**config.mk**
```make
export PLATFORM = sky130hd
export DESIGN_NAME = ad9516_config_top
export DESIGN_NICKNAME = d
export VERILOG_FILES = /design/src/common/ad9516_pkg.sv /design/src/spi/spi_frame_tx.sv /design/src/spi/spi_readback_rx.sv /design/src/hw/config_sequencer.sv /design/src/hw/ad9516_config_top.sv
export VERILOG_INCLUDE_DIRS = /design/src /design/src/common
export SDC_FILE = /design/constraint.sdc
export NUM_CORES = 1
export LEC_CHECK = 0
export BUFFER_PORTS_ARGS = -buffer_cell sky130_fd_sc_hd__buf_2
export CORE_MARGIN = 2
export CORE_UTILIZATION = 47
export DETAILED_ROUTE_END_ITERATION = 7
export MAX_ROUTING_LAYER = met4
export PLACE_DENSITY = 0.63
export REMOVE_ABC_BUFFERS = 1
export SLEW_MARGIN = 20
export SYNTH_ARGS = -nofsm -noshare
export SYNTH_HDL_FRONTEND = slang
export SYNTH_HIERARCHICAL = 1
export SYNTH_SLANG_ARGS = --single-unit
```
**constraint.sdc**
```tcl
create_clock -name clk -period 4.95 [get_ports clk]
set_clock_uncertainty 0.15 [all_clocks]
set_input_delay 0.495 -clock clk [delete_from_list [all_inputs] [get_ports clk]]
set_output_delay 0.495 -clock clk [all_outputs]
set_load 0.02 [all_outputs]
```
**src/common/ad9516_init_table.svh**
```systemverilog
`ifndef AD9516_INIT_TABLE_SVH
`define AD9516_INIT_TABLE_SVH

localparam frame_t init_table [init_count] = '{
    24'h000099,  // Serial port config.
    24'h000100,
    24'h000210,
    24'h000343,
    24'h000401,
    24'h00107C,  // Charge pump current.
    24'h001101,
    24'h001200,
    24'h001308,
    24'h00140C,
    24'h001500,
    24'h001605,
    24'h001700,
    24'h001806,
    24'h001900,
    24'h001A00,
    24'h001B00,
    24'h001C44,
    24'h001D00,
    24'h001E00,
    24'h001F0E,
    24'h00A000,
    24'h00A100,
    24'h00A200,
    24'h00A300,
    24'h00A400,
    24'h00A500,
    24'h00A600,
    24'h00A700,
    24'h00A800,
    24'h00A900,
    24'h00AA00,
    24'h00AB00,
    24'h00F008,  // LVPECL outputs.
    24'h00F108,
    24'h00F208,
    24'h00F308,
    24'h00F408,
    24'h00F508,
    24'h014042,  // LVDS/CMOS outputs.
    24'h014142,
    24'h014242,
    24'h014342,
    24'h019000,  // Output dividers.
    24'h019100,
    24'h019200,
    24'h019300,
    24'h019400,
    24'h019500,
    24'h019600,
    24'h019700,
    24'h019800,
    24'h019944,
    24'h019A00,
    24'h019B44,
    24'h019C00,
    24'h019D00,
    24'h019E22,
    24'h019F00,
    24'h01A011,
    24'h01A100,
    24'h01A200,
    24'h01A300,
    24'h01E002,
    24'h01E102,
    24'h023000,
    24'h023100,
    24'h023201,  // Update registers.
    24'h001807,  // Start VCO calibration.
    24'h023201
};

`endif

```
**src/common/ad9516_pkg.sv**
```systemverilog
package ad9516_pkg;

    // One serial frame is command, address and data, MSB first.
    localparam int frame_bits = 24;

    localparam int init_count = 70;  // Power-up table length.

    typedef logic [frame_bits-1:0] frame_t;

    typedef logic [7:0] readback_t;

    // Read command for register 0x01F, the PLL readback register.
    localparam frame_t read_cmd = 24'h801F00;

    typedef enum logic [2:0]
    {
        st_idle,
        st_load,
        st_write,
        st_wait,
        st_read
    } seq_state_t;

endpackage

```
**src/spi/spi_frame_tx.sv**
```systemverilog
`timescale 1ns/10ps

module spi_frame_tx #(
    parameter int frame_cycles = 256
) (
    input  logic               clk,
    input  logic               rst_n,
    input  logic               frame_start,
    input  ad9516_pkg::frame_t frame_word,
    output logic               spi_clk,
    output logic               spi_mosi,
    output logic               spi_le,
    output logic               bit_sample,
    output logic               frame_done
);
    import ad9516_pkg::*;

    localparam int slot_w    = $clog2(frame_cycles);
    localparam int last_high = 2 * frame_bits - 1;  // Slot of the 24th high phase.

    frame_t            shift_reg;
    logic              bit_phase;
    logic              busy;
    logic [slot_w-1:0] slot_cnt;

    assign spi_clk = bit_phase;

    always_ff @(posedge clk)
    begin
        if (frame_start)
            shift_reg <= frame_word;
        else if (!spi_le && bit_phase)
            shift_reg <= {shift_reg[frame_bits-2:0], 1'b0};
    end

    always_ff @(posedge clk or negedge rst_n)
    begin
        if (!rst_n)
        begin
            busy       <= 1'b0;
            slot_cnt   <= '0;
            bit_phase  <= 1'b0;
            spi_mosi   <= 1'b0;
            spi_le     <= 1'b1;
            bit_sample <= 1'b0;
            frame_done <= 1'b0;
        end
        else
        begin
            bit_sample <= 1'b0;
            frame_done <= 1'b0;
            if (frame_start)
            begin
                busy      <= 1'b1;
                slot_cnt  <= '0;
                bit_phase <= 1'b0;
                spi_le    <= 1'b0;
                spi_mosi  <= frame_word[frame_bits-1];  // MSB first.
            end
            else if (busy)
            begin
                slot_cnt <= slot_cnt + 1'b1;
                // Quiet gap runs until the fixed slot ends.
                if (slot_cnt == slot_w'(frame_cycles - 2))
                begin
                    busy       <= 1'b0;
                    frame_done <= 1'b1;
                end
                if (!spi_le)
                begin
                    if (!bit_phase)
                    begin
                        bit_phase  <= 1'b1;  // Rising spi_clk.
                        bit_sample <= 1'b1;
                    end
                    else
                    begin
                        bit_phase <= 1'b0;
                        if (slot_cnt == slot_w'(last_high))
                            spi_le <= 1'b1;  // Latch the frame.
                        else
                            spi_mosi <= shift_reg[frame_bits-2];
                    end
                end
            end
        end
    end

endmodule

```
**src/spi/spi_readback_rx.sv**
```systemverilog
`timescale 1ns/10ps

module spi_readback_rx (
    input  logic                  clk,
    input  logic                  rst_n,
    input  logic                  read_active,
    input  logic                  bit_sample,
    input  logic                  spi_miso,
    output ad9516_pkg::readback_t led
);
    import ad9516_pkg::*;

    localparam int cnt_w      = $clog2(frame_bits + 1);
    localparam int byte_bits  = $bits(readback_t);
    localparam int data_first = frame_bits - byte_bits;  // Data byte is the tail.

    logic [cnt_w-1:0] bit_cnt;
    readback_t        shift_reg;
    logic             byte_ready;

    always_ff @(posedge clk)
    begin
        if (read_active && bit_sample && (bit_cnt >= cnt_w'(data_first)))
            shift_reg <= {shift_reg[byte_bits-2:0], spi_miso};
    end

    always_ff @(posedge clk or negedge rst_n)
    begin
        if (!rst_n)
        begin
            bit_cnt    <= '0;
            byte_ready <= 1'b0;
            led        <= '1;  // All LEDs off.
        end
        else
        begin
            byte_ready <= 1'b0;
            if (!read_active)
                bit_cnt <= '0;
            else if (bit_sample)
            begin
                bit_cnt    <= bit_cnt + 1'b1;
                byte_ready <= (bit_cnt == cnt_w'(frame_bits - 1));
            end
            if (byte_ready)
                led <= shift_reg;
        end
    end

endmodule

```
**src/hw/config_sequencer.sv**
```systemverilog
`timescale 1ns/10ps

module config_sequencer #(
    parameter int wait_cycles = 50_000_000
) (
    input  logic               clk,
    input  logic               rst_n,
    input  logic               frame_done,
    output logic               frame_start,
    output ad9516_pkg::frame_t frame_word,
    output logic               read_active
);
    import ad9516_pkg::*;

    `include "ad9516_init_table.svh"

    localparam int idx_w  = $clog2(init_count);
    localparam int wait_w = $clog2(wait_cycles + 1);

    seq_state_t        state;
    logic [idx_w-1:0]  table_idx;
    logic [wait_w-1:0] wait_cnt;
    logic              read_go;

    assign read_go     = (state == st_wait) && (wait_cnt == '0);  // Wait expired.
    assign frame_start = (state == st_load) || read_go;
    assign frame_word  = read_go ? read_cmd : init_table[table_idx];
    assign read_active = read_go || (state == st_read);

    always_ff @(posedge clk or negedge rst_n)
    begin
        if (!rst_n)
        begin
            state     <= st_idle;
            table_idx <= '0;
            wait_cnt  <= '0;
        end
        else
        begin
            case (state)
                st_idle:
                begin
                    state <= st_load;
                end
                st_load:
                begin
                    state <= st_write;  // Frame issued this cycle.
                end
                st_write:
                begin
                    if (frame_done)
                    begin
                        if (table_idx == idx_w'(init_count - 1))
                        begin
                            wait_cnt <= wait_w'(wait_cycles);
                            state    <= st_wait;
                        end
                        else
                        begin
                            table_idx <= table_idx + 1'b1;
                            state     <= st_load;
                        end
                    end
                end
                st_wait:
                begin
                    if (wait_cnt == '0)
                        state <= st_read;
                    else
                        wait_cnt <= wait_cnt - 1'b1;
                end
                st_read:
                begin
                    // Loop back for the next readback.
                    if (frame_done)
                    begin
                        wait_cnt <= wait_w'(wait_cycles);
                        state    <= st_wait;
                    end
                end
                default:
                begin
                    state <= st_idle;
                end
            endcase
        end
    end

endmodule

```
**src/hw/ad9516_config_top.sv**
```systemverilog
`timescale 1ns/10ps

module ad9516_config_top #(
    parameter int frame_cycles = 256,
    parameter int wait_cycles  = 50_000_000
) (
    input  logic                  clk,
    input  logic                  rst_n,
    input  logic                  spi_miso,
    output logic                  spi_clk,
    output logic                  spi_mosi,
    output logic                  spi_le,
    output ad9516_pkg::readback_t led
);
    import ad9516_pkg::*;

    frame_t frame_word;
    logic   frame_start;
    logic   frame_done;
    logic   read_active;
    logic   bit_sample;

    config_sequencer #(
        .wait_cycles (wait_cycles)
    ) u_sequencer (
        .clk         (clk),
        .rst_n       (rst_n),
        .frame_done  (frame_done),
        .frame_start (frame_start),
        .frame_word  (frame_word),
        .read_active (read_active)
    );

    spi_frame_tx #(
        .frame_cycles (frame_cycles)
    ) u_frame_tx (
        .clk         (clk),
        .rst_n       (rst_n),
        .frame_start (frame_start),
        .frame_word  (frame_word),
        .spi_clk     (spi_clk),
        .spi_mosi    (spi_mosi),
        .spi_le      (spi_le),
        .bit_sample  (bit_sample),
        .frame_done  (frame_done)
    );

    spi_readback_rx u_readback_rx (
        .clk         (clk),
        .rst_n       (rst_n),
        .read_active (read_active),
        .bit_sample  (bit_sample),
        .spi_miso    (spi_miso),
        .led         (led)
    );

endmodule

```
==> results.toml <==
[placed_design]
hpwl_um = 7730
io_buffer_count = 13
post-place-ws_ps = 1170
globalplace.congestion = 0.866

[timing]
fmax_mhz = 264
worst_pin_slew_ps = 909
slew_headroom_pct = 39.4
tns_ps = 0
drv_slew = 0
period_needed_ps = 3790
final-setup-viol-count = 0
setup_ws_ps = 1160
hold_violations = 0
grt_setup_unrepaired = "no"
fin_crit_sh_pct = 76.5

[yosys]
synthTopCellsByArea = "dfrtp_1 (24%), edfxtp_1 (17%), mux2_2 (6.4%)"
yosysTopAreaCell = "dfrtp_1"
synthTopCellsByCount = "dfrtp_1 (55), nand2_1 (39), nor2_1 (36)"
synth_cell_types = 70
synthCells = 567
async_flop_share_pct = 67.4
yosysWarnings = 6
synth_ff_type = "dfrtp_1"
synth_edf_count = 31
yosysTopAreaCellShare_pct = 24.5
syn_area_um2 = 5620
avgSynthCellArea_um2 = 9.91
synth-seq-area-share_pct = 45.3
ys_ff_latch = 95
synthMostInstantiatedCell = "dfrtp_1"

[clock_tree]
cts.sinks = 95
cts.htree.levels = 3
path_clk_slew_ps = 70
cts_resized = 0
postCtsSetupRepairBufs = 0
cts_tree = "built"
cts_root_buf = "clkbuf_16"
cts_buffer_depth = 2
cts_hold_buf = 0
clock_latency_ps = 340
cts-buffers-inserted = 9

[hold_path]
hp-class = "in -> async"

[layout]
diodes = 0
finalNetCount = 576
syn2layout_area_growth_pct = 8.13
drive_gt1_share_pct = 16.1
largest_reg_flops = 26

[floorplan]
start_util_pct = 48.6
fp.dieArea_um2 = 12800
design.core.area_um2 = 11600
ioPinCount = 14
floorplan.rows = 39
die_h_um = 113
die_x_um = 113

[critical_path]
crit_path_max_fanout = 23
required_ps = 5020
endpoint_kind = "flip-flop"
crit_arrival_ps = 3860
start_kind = "flip-flop"
critPathKind = "reg -> reg"

[drt]
drt_iter0_markers = 394
drcViolationCount = 0
postRouteAntennaNets = 0
drt-total-wl_um = 11700
vias = 4308
first_pass_iters = 5
routedWlPerCell_um = 16.5
vias_per_cell = 6.08

[status]
status = "finished clean"

[global_routing]
grt_overflow = 0
grt_max_degree = 65
grt_pass1_vias = 4123
grt_pass1_wl_um = 19900
grt_util_all_layers_pct = 19.6
antenna_found_initial = 0

[pwr]
p_leak_nw = 2.62
p_per_area_nw_per_um2 = 248
irDropWorstVdd_mv = 0.165

[run]
cap_violations = 0
kinds of logic (layout without fill, tap and decap cells):
family / Yosys count / after routing / synth area share, %
fa+ha+maj: 14 / 14 / 3.07
flops: 95 / 95 / 45.3
other cells: 1 / 5 / 0.0668
mux: 48 / 48 / 9.29
xor+xnor: 11 / 11 / 1.71
buf+inv: 60 / 54 / 5.06
simple gates: 213 / 213 / 21.1
compound gates: 125 / 125 / 14.5
worst paths after layout:
| path | start | end | slack, ps | depth (start not counted) |
|---|---|---|---|---|
| setup reg to reg | u_sequencer/wait_cnt[16]$_DFFE_PN0P_ | u_frame_tx/spi_mosi$_DFFE_PN0P_ | 1160 | 7 |
| hold / removal | rst_n | u_sequencer/wait_cnt[7]$_DFFE_PN0P_ | 170 | 2 |
| min in group clk | spi_miso | u_readback_rx/shift_reg[0]$_DFFE_PP_ | 180 | 1 |
| setup / recovery | u_sequencer/wait_cnt[16]$_DFFE_PN0P_ | u_frame_tx/spi_mosi$_DFFE_PN0P_ | 1160 | 7 |
| max in group asynchronous | rst_n | u_frame_tx/slot_cnt[6]$_DFFE_PN0P_ | 3930 | 2 |
| hold reg to reg | u_readback_rx/shift_reg[3]$_DFFE_PP_ | u_readback_rx/shift_reg[4]$_DFFE_PP_ | 300 | 0 |
cell usage in the layout (no fill, tap or decap), drive strengths merged, types with 4 or more instances in the layout:
cell and count:
dfrtp 55, nand2 39, nor2 36, o21ai 35, mux2 33, edfxtp 31
a21oi 24, buf 24, or4 18, o31ai 16, nor3 16, nand3 15
mux2i 15, inv 15, ha 13, or3 12, nand2b 12, nor4 11
clkbuf 10, nand4 10, and2 9, dfstp 9, nor2b 8, xor2 6
xnor2 5, a211oi 5, nand3b 5, a31oi 5, conb 5, a21boi 5
nor3b 4, o22ai 4, o21a 4, and3 4, clkinv 4
power breakdown:
group	total [W]	internal, W	switching (W)
Clock	0.000688	0.000378	0.000311
Combinational	0.0000114	0.00000108	0.0000104
Sequential	0.000807	0.000807	0
critical path: stages (launching register included):
cell and delay, ps:
dfrtp_1 400, or4_1 660, or4_4 570, or4_1 730, o21ai_4 320, buf_16 230
mux2_2 330, mux2_1 270
per-layer routing:
metal	vias up	track usage, %	part of all wire [%]
met1	2139	25.3	46
met5	-	-	0
met4	0	5.85	0.79
li1	2077	-	-
met2	83	31.9	50
met3	9	3.32	3.5
cell type report:
cell class	count	area [µm²]
Clock inverter	6	50.0
Fill cell	1041	5490
Clock buffer	10	250
Multi-Input combinational cell	416	2830
Inverter	14	52.6
Sequential cell	95	2540
Tap cell	143	179
Timing Repair Buffer	24	168
per-stage QoR:
stage / power, W / util, % / instance area [µm²] / cells / hold slack [ps]
2_1_floorplan: 0.000823 / - / 5400 / 525 / 49.4
3_3_place_gp: 0.000835 / 49.7 / 5740 / 691 / 274
3_5_place_dp: 0.000835 / 49.7 / 5750 / 691 / 283
4_1_cts: 0.00153 / 52.3 / 6050 / 707 / 170
5_1_grt: 0.00156 / 52.5 / 6070 / 708 / 167
6_report: 0.00151 / 52.5 / 6070 / 708 / 174
No activity file was read; power rests on OpenSTA's default activity.
